[config.mk]
export PLATFORM = sky130hd
export DESIGN_NAME = waitTimer
export DESIGN_NICKNAME = d
export VERILOG_FILES = /design/src/waitTimer.sv
export SDC_FILE = /design/constraint.sdc
export NUM_CORES = 1
export LEC_CHECK = 0
export BUFFER_PORTS_ARGS = -buffer_cell sky130_fd_sc_hd__buf_4
export CAP_MARGIN = 20
export CORE_AREA = 8 8 45 47
export DETAILED_ROUTE_END_ITERATION = 10
export DIE_AREA = 0 0 53 55
export GPL_TIMING_DRIVEN = 0
export PLACE_DENSITY = 0.34
export SYNTH_ARGS = -nofsm -noshare
export SYNTH_HDL_FRONTEND = slang
export SYNTH_SLANG_ARGS = --single-unit
export TNS_END_PERCENT = 20
[constraint.sdc]
create_clock -name clk -period 1.45 [get_ports clk]
set_input_delay 0 -clock clk [delete_from_list [all_inputs] [get_ports clk]]
set_output_delay 0 -clock clk [all_outputs]
set_load 0.005 [all_outputs]
[src/waitTimer.sv]
`timescale 1ns/10ps
`default_nettype none

module waitTimer #(
  parameter int MemLatency = 3
) (
  input  logic clk,
  input  logic reset,
  input  logic timerLoad,
  output logic timerDone
);

  // Room for MemLatency even when it is zero
  localparam int CountWidth = $clog2(MemLatency + 2);

  logic [CountWidth-1:0] count;

  // Counts down to zero and rests there
  always_ff @(posedge clk) begin
    if (reset) begin
      count <= '0;
    end else if (timerLoad) begin
      count <= CountWidth'(MemLatency);
    end else if (count != '0) begin
      count <= count - 1'b1;
    end
  end

  // Last cycle of the wait
  assign timerDone = (count == CountWidth'(1));

endmodule

`default_nettype wire

==> qor.csv, run 1 <==
stage,metric,value,unit
clocking,clock_sinks,3,
synth,synth.mux.area_fraction,0,%
global_routing,met2_usage,4.10,%
sta,post-route-period-util,90.7,%
sta,finalSetupTns,0,ps
clocking,clkTransAtPathRegs,30,ps
finish,largest_reg_flops,3,
routing,via_per_inst,3.48,
clocking,cts_tree,yes,
global_routing,grt_pass1_vias,168,
synth,synth_cell_type_count,12,
floorplanning,std_cell_rows,14,
synth,synth_compound_area_share,14.9,%
finish,stdcell_area,282,sq um
synth,yosys.area_share.xor_xnor,0,%
synth,synth_top_family_by_area,simple AND/OR/NAND/NOR gates,
floorplanning,dieWidth,53,um
floorplanning,start_util,13.9,%
global_routing,gr-total-overflow,0,
sta,worstMarginPinSlew,244,ps
global_routing,grt_max_degree,7,
run_status,status,finished clean,
critical_path,worst_r2r_endpoint,count[2]$_SDFFE_PP0P_,
critical_path,cp_data_arrival_time,1460,ps
clocking,postCtsSetupRepairBufs,0,
global_routing,busiest_layer,met2,
min_path,worstHoldStart,reset,
sta,slew_headroom,83.5,%
clocking,cts_root_buffer,clkbuf_4,
placement,place_congestion,0.655,
sta,final_hold_viol_count,0,
synth,synth_seq_area_share,31.2,%
floorplanning,design.core.area,0.00138,sq mm
finish,reg_top3,count (3),
run,maxCapViolCount,0,
placement,dp.cells,38,
synth,synth_fp_nets,25,
sta,slew_viol_final,0,
critical_path,r2r_slack,130,ps
clocking,cts_buffers,3,
routing,drt_iter0_drc,1,
power_and_ir_drop,pwr_density_cell,1080,mW/mm^2
finish,syn2layout_area_growth,46.1,%
routing,dr.pass1.iters,2,
synth,synthCells,19,
routing,vias,153,
placement,dpl_cell_area,235,sq um
clocking,clk_latency,230,ps
finish,n_antenna_cell,0,
finish,max_flop_register,count,
finish,instances_no_fill,44,
finish,layout-drive-gt1-share,28.6,%
power_and_ir_drop,leakagePower,0.120,nW
floorplanning,dieArea,0.00292,sq mm
finish,finalNetCount,35,
sta,setup_viol,0,
critical_path,worst-path-max-fanout,4,
min_path,whs_endpoint,count[2]$_SDFFE_PP0P_,
synth,synthSimpleGateAreaFrac,28.6,%
sta,rsz0062_at_grt,no,
routing,wl,350,um
synth,yosysWarnings,0,
global_routing,use_met1,3.19,%
placement,io_buffers,3,
clocking,clockBufferDepth,2,
floorplanning,io_pins,4,
floorplanning,die_h,55,um
critical_path,crit_type,register to register,
power_and_ir_drop,ir_drop,0.000405,V
critical_path,r2r_cells,4,
routing,ant_nets,0,
sta,max_clock_freq,760,MHz
global_routing,antenna_found_initial,0,
critical_path,reg2reg_from,count[0]$_SDFFE_PP0P_,
placement,place_ws,140,ps
sta,fin_skew,0.252,ps
global_routing,grt_pass1_wl,614,um
clocking,h-tree-depth,1,
routing,drt-wirelength-per-cell,7.95,um
synth,synth.avg_cell_area,10.1,sq um
min_path,hold_class,primary input to register,
finish,nFillCells,150,
critical_path,crit_required,1600,ps
routing,drc,0,
global_routing,grt.met3_usage,1.07,%
sta,finalWorstSetupSlack,134,ps
synth,synth_fa_ha_area_share,19.5,%
sta,fin_crit,1320,ps
synth,ys_ff_latch,3,
synth,synth_area,193,sq um
min_path,holdPathStages,3,
critical_path,end_kind,register,
critical_path,startpoint_type,register,
global_routing,gr-usage-all-layers,3.00,%
==> final cells by class <==
| type | count | area [sq um] | area share (%) |
|---|---|---|---|
| clock buffers | 4 | 26.3 | 9.33 |
| multi-input cells | 13 | 121 | 43.1 |
| well taps | 16 | 20.0 | 7.11 |
| inverters | 3 | 11.3 | 4.00 |
| repair buffers | 5 | 42.5 | 15.1 |
| flip-flops and latches | 3 | 60.1 | 21.3 |
==> critical path, stage by stage (launching register included) <==
cell and delay (ps):
dfxtp_1 370, inv_1 80, ha_1 240, or3b_1 370, a211oi_2 180
==> per-layer routing <==
metal	routed length [um]	vias to the layer above
met5	0	-
met2	164	3
met3	19	0
met4	0	0
li1	-	84
met1	167	66
==> worst max path at each step <==
stage                     startpoint               endpoint  slack, ps  depth (start not counted)
2_1_floorplan  count[0]$_SDFFE_PP0P_  count[2]$_SDFFE_PP0P_        250                          4
3_3_place_gp   count[0]$_SDFFE_PP0P_  count[2]$_SDFFE_PP0P_        130                          4
3_5_place_dp   count[0]$_SDFFE_PP0P_  count[2]$_SDFFE_PP0P_        140                          4
4_1_cts        count[0]$_SDFFE_PP0P_  count[2]$_SDFFE_PP0P_        130                          4
5_1_grt        count[0]$_SDFFE_PP0P_  count[2]$_SDFFE_PP0P_         50                          4
6_report       count[0]$_SDFFE_PP0P_  count[2]$_SDFFE_PP0P_        130                          4
==> metrics by stage <==
stage	total power [mW]	hold slack (ps)	utilization, %
finish	0.304	501	20.3
floorplan	0.139	64.6	-
detailed placement	0.161	188	17.0
global placement	0.161	188	17.0
CTS	0.315	485	20.3
global route	0.330	502	20.3
==> timing repair <==
action,4_1_cts,5_1_grt
resized for setup,0,0
hold endpoints to repair,3,0
hold buffers,2,0
==> report_power, final <==
group | switching (mW) | internal, mW
clock | 0.0386 | 0.103
sequential | 0.00697 | 0.0919
combinational | 0.0280 | 0.0361
==> cell usage after synthesis (all sizes together) <==
cell type / count / area share, %
and2b: 1 / 4.5
or3b: 1 / 4.5
nor4b: 2 / 9.1
nand2b: 1 / 3.2
a311oi: 1 / 4.5
inv: 3 / 5.8
ha: 3 / 19
or2b: 1 / 3.9
dfxtp: 3 / 31
a211oi: 2 / 10
nor2b: 1 / 3.2
==> logic make-up (layout without fill, tap and decap cells) <==
| group | after synthesis | in the layout |
|---|---|---|
| AND/OR/NAND/NOR | 7 | 7 |
| adder cells (fa/ha/maj) | 3 | 3 |
| AO/OA/AOI/OAI | 3 | 3 |
| flip-flops | 3 | 3 |
| buffers and inverters | 3 | 12 |
==> cells in the final DEF (no fill, tap or decap) <==
master	count
nor2b_1	1
inv_1	3
a211oi_2	1
and2b_2	1
a311oi_1	1
a211oi_1	1
or3b_1	1
nand2b_1	1
ha_1	3
clkbuf_4	3
dfxtp_1	3
nor4b_1	2
clkbuf_1	1
buf_4	3
or2b_1	1
dlygate4sd3_1	2
(Power assumes the default switching activity.)
==> run 2, diff against run 1 <==
Settings changed: PLACE_DENSITY 0.34 to not set.
==> qor.csv, run 2 (synthesized netlist as in run 1, its figures left out) <==
stage,metric,value,unit,change
routing,drc,0,,unchanged
sta,finalSetupTns,0,ps,unchanged
sta,fin_skew,1.19,ps,was 0.252 ps
sta,post-route-period-util,89.5,%,was 90.7%
finish,nFillCells,155,,was 150
global_routing,gr-usage-all-layers,3.38,%,was 3.00%
power_and_ir_drop,clkPwrFrac,47.4,%,was 46.5%
sta,final_hold_viol_count,0,,unchanged
sta,fin_crit,1300,ps,was 1320 ps
routing,drt_iter0_drc,2,,was 1
run,maxCapViolCount,0,,unchanged
clocking,clk_latency,230,ps,about the same
floorplanning,start_util,13.9,%,unchanged
finish,reg_top3,count (3),,unchanged
finish,largest_reg_flops,3,,unchanged
power_and_ir_drop,combinationalPowerShare,20.7,%,was 21.0%
critical_path,r2r_slack,150,ps,was 130 ps
min_path,hold_class,primary input to register,,unchanged
finish,final_cell_mix,"3 x inv_1, 3 x ha_1, 3 x clkbuf_4, 3 x dfxtp_1, 3 x buf_4",,unchanged
clocking,clock_sinks,3,,unchanged
global_routing,gr-total-overflow,0,,unchanged
run_status,status,finished clean,,unchanged
clocking,h-tree-depth,1,,unchanged
finish,stdcell_area,282,sq um,unchanged
routing,via_per_inst,3.55,,was 3.48
clocking,cts_tree,yes,,unchanged
placement,io_buffers,3,,unchanged
floorplanning,design.core.area,0.00138,sq mm,unchanged
clocking,clockBufferDepth,2,,unchanged
sta,max_clock_freq,771,MHz,was 760 MHz
critical_path,worst-path-max-fanout,4,,unchanged
sta,rsz0062_at_grt,no,,unchanged
routing,ant_nets,0,,unchanged
floorplanning,std_cell_rows,14,,unchanged
clocking,cts_buffers,3,,unchanged
global_routing,antenna_found_initial,0,,unchanged
critical_path,end_kind,register,,unchanged
placement,place_ws,155,ps,was 140 ps
critical_path,crit_required,1600,ps,about the same
power_and_ir_drop,power.share.switching,25.6,%,was 24.1%
critical_path,cp_data_arrival_time,1450,ps,was 1460 ps
routing,wl,393,um,was 350 um
routing,dr.pass1.iters,3,,was 2
finish,finalNetCount,35,,unchanged
clocking,clkTransAtPathRegs,40,ps,was 30 ps
global_routing,grt_pass1_vias,171,,was 168
clocking,cts_root_buffer,clkbuf_4,,unchanged
sta,setup_viol,0,,unchanged
sta,finalWorstSetupSlack,153,ps,was 134 ps
global_routing,grt_max_degree,7,,unchanged
power_and_ir_drop,p_sw,0.0796,mW,was 0.0735 mW
floorplanning,dieArea,0.00292,sq mm,unchanged
finish,max_flop_register,count,,unchanged
clocking,postCtsSetupRepairBufs,0,,unchanged
placement,dpl_cell_area,235,sq um,unchanged
power_and_ir_drop,ir_drop,0.000442,V,was 0.000405 V
sta,worstMarginPinSlew,270,ps,was 244 ps
global_routing,grt_pass1_wl,669,um,was 614 um
routing,vias,156,,was 153
power_and_ir_drop,pwr_density_cell,1100,mW/mm^2,was 1080 mW/mm^2
floorplanning,die_h,55,um,unchanged
routing,drt-wirelength-per-cell,8.93,um,was 7.95 um
power_and_ir_drop,p_int,0.231,mW,about the same
finish,syn2layout_area_growth,46.1,%,unchanged
power_and_ir_drop,seq_power_share,31.9,%,was 32.5%
floorplanning,dieWidth,53,um,unchanged
placement,place_congestion,0.640,,was 0.655
sta,slew_headroom,81.8,%,was 83.5%
power_and_ir_drop,leakagePower,0.120,nW,unchanged
critical_path,startpoint_type,register,,unchanged
floorplanning,io_pins,4,,unchanged
critical_path,crit_type,register to register,,unchanged
finish,n_antenna_cell,0,,unchanged
sta,slew_viol_final,0,,unchanged
finish,layout-drive-gt1-share,28.6,%,unchanged
[run 2: cell counts in the layout (fill, tap and decap cells not counted)]
No cell type changed its count.
[run 2: cell type report]
type / instances / area [sq um] / share of cell area, %
timing repair buffer: 5 / 42.5 / 15.1
clock buffer: 4 / 26.3 / 9.33
multi-input combinational: 13 / 121 / 43.1
sequential: 3 / 60.1 / 21.3
inverter: 3 / 11.3 / 4.00
tap: 16 / 20.0 / 7.11
[run 2: path summary, 6_finish.rpt]
kind | start | endpoint | cells past startpoint
hold / removal | reset | count[2]$_SDFFE_PP0P_ | 3
setup reg to reg | count[0]$_SDFFE_PP0P_ | count[2]$_SDFFE_PP0P_ | 4
setup / recovery | count[0]$_SDFFE_PP0P_ | count[2]$_SDFFE_PP0P_ | 4
hold reg to reg | count[2]$_SDFFE_PP0P_ | count[2]$_SDFFE_PP0P_ | 2
[run 2: through the flow]
| step | total power, mW | cells | util [%] | hold slack, ps |
|---|---|---|---|---|
| after floorplan | 0.139 | 19 | - | 64.6 |
| after global placement | 0.159 | 38 | 17.0 | 182 |
| after detailed placement | 0.160 | 38 | 17.0 | 187 |
| after CTS | 0.322 | 44 | 20.3 | 484 |
| after global routing | 0.340 | 44 | 20.3 | 496 |
| final | 0.311 | 44 | 20.3 | 502 |
[run 2: what timing repair did]
item,4_1_cts,5_1_grt
hold buffers,2,0
resized for setup,0,0
endpoints found under the hold margin,3,0
[run 2: worst max-delay path, cell delays in order, from the launching register on]
cell and delay [ps]:
dfxtp_1 370, inv_1 80, ha_1 240, or3b_1 370, a211oi_2 170
[run 2: layer usage]
metal / global-route usage (%) / part of all wire, % / vias to the layer above
met4: 5.17 / 0 / 0
met2: 3.52 / 41 / 4
met5: 0 / 0 / -
met3: 2.14 / 7.9 / 0
met1: 3.64 / 51 / 67
li1: - / - / 85
[run 2: power groups by stage]
stage | Clock [mW] | Sequential [mW] | Combinational (mW)
3_3_place_gp | 0 | 0.100 | 0.0591
6_report | 0.147 | 0.0991 | 0.0644
5_1_grt | 0.166 | 0.0994 | 0.0746
2_1_floorplan | 0 | 0.0983 | 0.0406
3_5_place_dp | 0 | 0.100 | 0.0594
4_1_cts | 0.158 | 0.0991 | 0.0653
==> run 3, diff against run 2 <==
Settings changed: CORE_AREA 8 8 45 47 to 2 2 39 41, DIE_AREA 0 0 53 55 to 0 0 41 43, PLACE_DENSITY_LB_ADDON set to 0.08.
==> qor.csv, run 3 (synthesized netlist as in run 1, its figures left out) <==
stage,metric,value,unit,change
min_path,worstHoldStart,reset,,unchanged
global_routing,grt_pass1_vias,142,,was 171
global_routing,grt_max_degree,7,,unchanged
sta,fin_crit,1320,ps,was 1300 ps
routing,drt_iter0_drc,4,,was 2
critical_path,reg2reg_from,count[0]$_SDFFE_PP0P_,,unchanged
sta,finalSetupTns,0,ps,unchanged
critical_path,critical_path.top_delay_family,flip-flops,,unchanged
finish,instances_no_fill,44,,unchanged
finish,max_flop_register,count,,unchanged
finish,finalNetCount,35,,unchanged
routing,drt-wirelength-per-cell,8.02,um,was 8.93 um
floorplanning,die_h,43,um,was 55 um
min_path,holdPathStages,3,,unchanged
finish,final_cell_mix,"3 x inv_1, 3 x ha_1, 3 x clkbuf_4, 3 x dfxtp_1, 3 x buf_4",,unchanged
power_and_ir_drop,pwr_density_cell,1100,mW/mm^2,about the same
finish,largest_reg_flops,3,,unchanged
sta,slew_headroom,83.0,%,was 81.8%
power_and_ir_drop,leakagePower,0.120,nW,unchanged
critical_path,crit_required,1600,ps,about the same
sta,final_hold_viol_count,0,,unchanged
sta,max_clock_freq,759,MHz,was 771 MHz
routing,dr.pass1.iters,4,,was 3
placement,dp_hpwl,289,um,
sta,slew_viol_final,0,,unchanged
critical_path,r2r_cells,4,,unchanged
clocking,cts_buffers,3,,unchanged
sta,post-route-period-util,90.9,%,was 89.5%
clocking,cts_root_buffer,clkbuf_4,,unchanged
routing,drc,0,,unchanged
floorplanning,dieWidth,41,um,was 53 um
placement,io_buffers,3,,unchanged
critical_path,r2r_slack,130,ps,was 150 ps
clocking,clk_latency,230,ps,about the same
global_routing,grt_pass1_wl,586,um,was 669 um
finish,nFillCells,152,,was 155
critical_path,path_cells,inv_1 > ha_1 > or3b_1 > a211oi_2,,unchanged
routing,via_per_inst,3.77,,was 3.55
critical_path,startpoint_type,register,,unchanged
floorplanning,std_cell_rows,14,,unchanged
routing,wl,353,um,was 393 um
placement,place_congestion,0.685,,was 0.640
finish,reg_top3,count (3),,unchanged
critical_path,end_kind,register,,unchanged
global_routing,antenna_found_initial,0,,unchanged
critical_path,crit_slowest_cell,dfxtp_1,,unchanged
clocking,postCtsSetupRepairBufs,0,,unchanged
critical_path,crit_type,register to register,,unchanged
power_and_ir_drop,ir_drop,0.000291,V,was 0.000442 V
sta,fin_skew,3.25,ps,was 1.19 ps
finish,syn2layout_area_growth,46.1,%,unchanged
clocking,cts_tree,yes,,unchanged
critical_path,worst_r2r_endpoint,count[2]$_SDFFE_PP0P_,,unchanged
critical_path,worst-path-max-fanout,4,,unchanged
critical_path,crit_buf_inv,1,,unchanged
run,maxCapViolCount,0,,unchanged
sta,rsz0062_at_grt,no,,unchanged
min_path,whs_endpoint,count[2]$_SDFFE_PP0P_,,unchanged
critical_path,cp_data_arrival_time,1470,ps,was 1450 ps
clocking,h-tree-depth,1,,unchanged
floorplanning,start_util,13.9,%,unchanged
run_status,status,finished clean,,unchanged
routing,vias,166,,was 156
sta,worstMarginPinSlew,252,ps,was 270 ps
floorplanning,design.core.area,0.00138,sq mm,unchanged
floorplanning,dieArea,0.00176,sq mm,was 0.00292 sq mm
clocking,clkTransAtPathRegs,40,ps,about the same
finish,n_antenna_cell,0,,unchanged
floorplanning,io_pins,4,,unchanged
sta,setup_viol,0,,unchanged
critical_path,cpPeakStageDelay,380,ps,was 370 ps
finish,layout-drive-gt1-share,28.6,%,unchanged
routing,ant_nets,0,,unchanged
placement,dp.cells,38,,unchanged
critical_path,worst-path-stages,4,,unchanged
clocking,clockBufferDepth,2,,unchanged
global_routing,gr-usage-all-layers,5.12,%,was 3.38%
global_routing,gr-total-overflow,0,,unchanged
min_path,hold_class,primary input to register,,unchanged
clocking,clock_sinks,3,,unchanged
## run 3: repair_timing
| item | in CTS | in global routing |
|---|---|---|
| endpoints found under the hold margin | 3 | 0 |
| resized for setup | 0 | 0 |
| hold buffers | 2 | 0 |
## run 3: layer usage
metal / wire length, um / vias up / global-route usage (%)
met5: 0 / - / 0
met2: 161 / 5 / 7.50
met1: 170 / 76 / 5.77
li1: - / 85 / -
met3: 21 / 0 / 3.14
met4: 0 / 0 / 2.00
## run 3: tightest hold or removal path, stage by stage
cell and delay, ps:
dlygate4sd3_1 530, buf_4 120, a211oi_2 30
## run 3: area by class of cell
cell class / instances / area, sq um / share of cell area (%)
Sequential cell: 3 / 60.1 / 21.3
Inverter: 3 / 11.3 / 4.00
Multi-Input combinational cell: 13 / 121 / 43.1
Clock buffer: 4 / 26.3 / 9.33
Tap cell: 16 / 20.0 / 7.11
Timing Repair Buffer: 5 / 42.5 / 15.1
## run 3: report_power, final
group	internal (mW)	leakage, nW	total [mW]	switching (mW)
clock	0.103	0.0150	0.147	0.0439
sequential	0.0919	0.0250	0.0998	0.00788
combinational	0.0363	0.0803	0.0642	0.0279
total	0.231	0.120	0.311	0.0797
## run 3: worst max-delay path by stage
stage	startpoint	endpoint	slack (ps)
2_1_floorplan	count[0]$_SDFFE_PP0P_	count[2]$_SDFFE_PP0P_	250
3_3_place_gp	count[0]$_SDFFE_PP0P_	count[2]$_SDFFE_PP0P_	120
3_5_place_dp	count[0]$_SDFFE_PP0P_	count[2]$_SDFFE_PP0P_	140
4_1_cts	count[0]$_SDFFE_PP0P_	count[2]$_SDFFE_PP0P_	120
5_1_grt	count[0]$_SDFFE_PP0P_	count[2]$_SDFFE_PP0P_	50
6_report	count[0]$_SDFFE_PP0P_	count[2]$_SDFFE_PP0P_	130
## run 3: stage by stage
step	power (mW)	setup WS, ps	hold WS [ps]	utilization (%)	area (sq um)
final	0.311	133	495	20.3	282
after global routing	0.341	51.2	506	20.3	282
after CTS	0.319	121	493	20.3	282
after global placement	0.163	118	190	17.0	235
after detailed placement	0.162	136	188	17.0	235
after floorplan	0.139	247	64.6	-	193
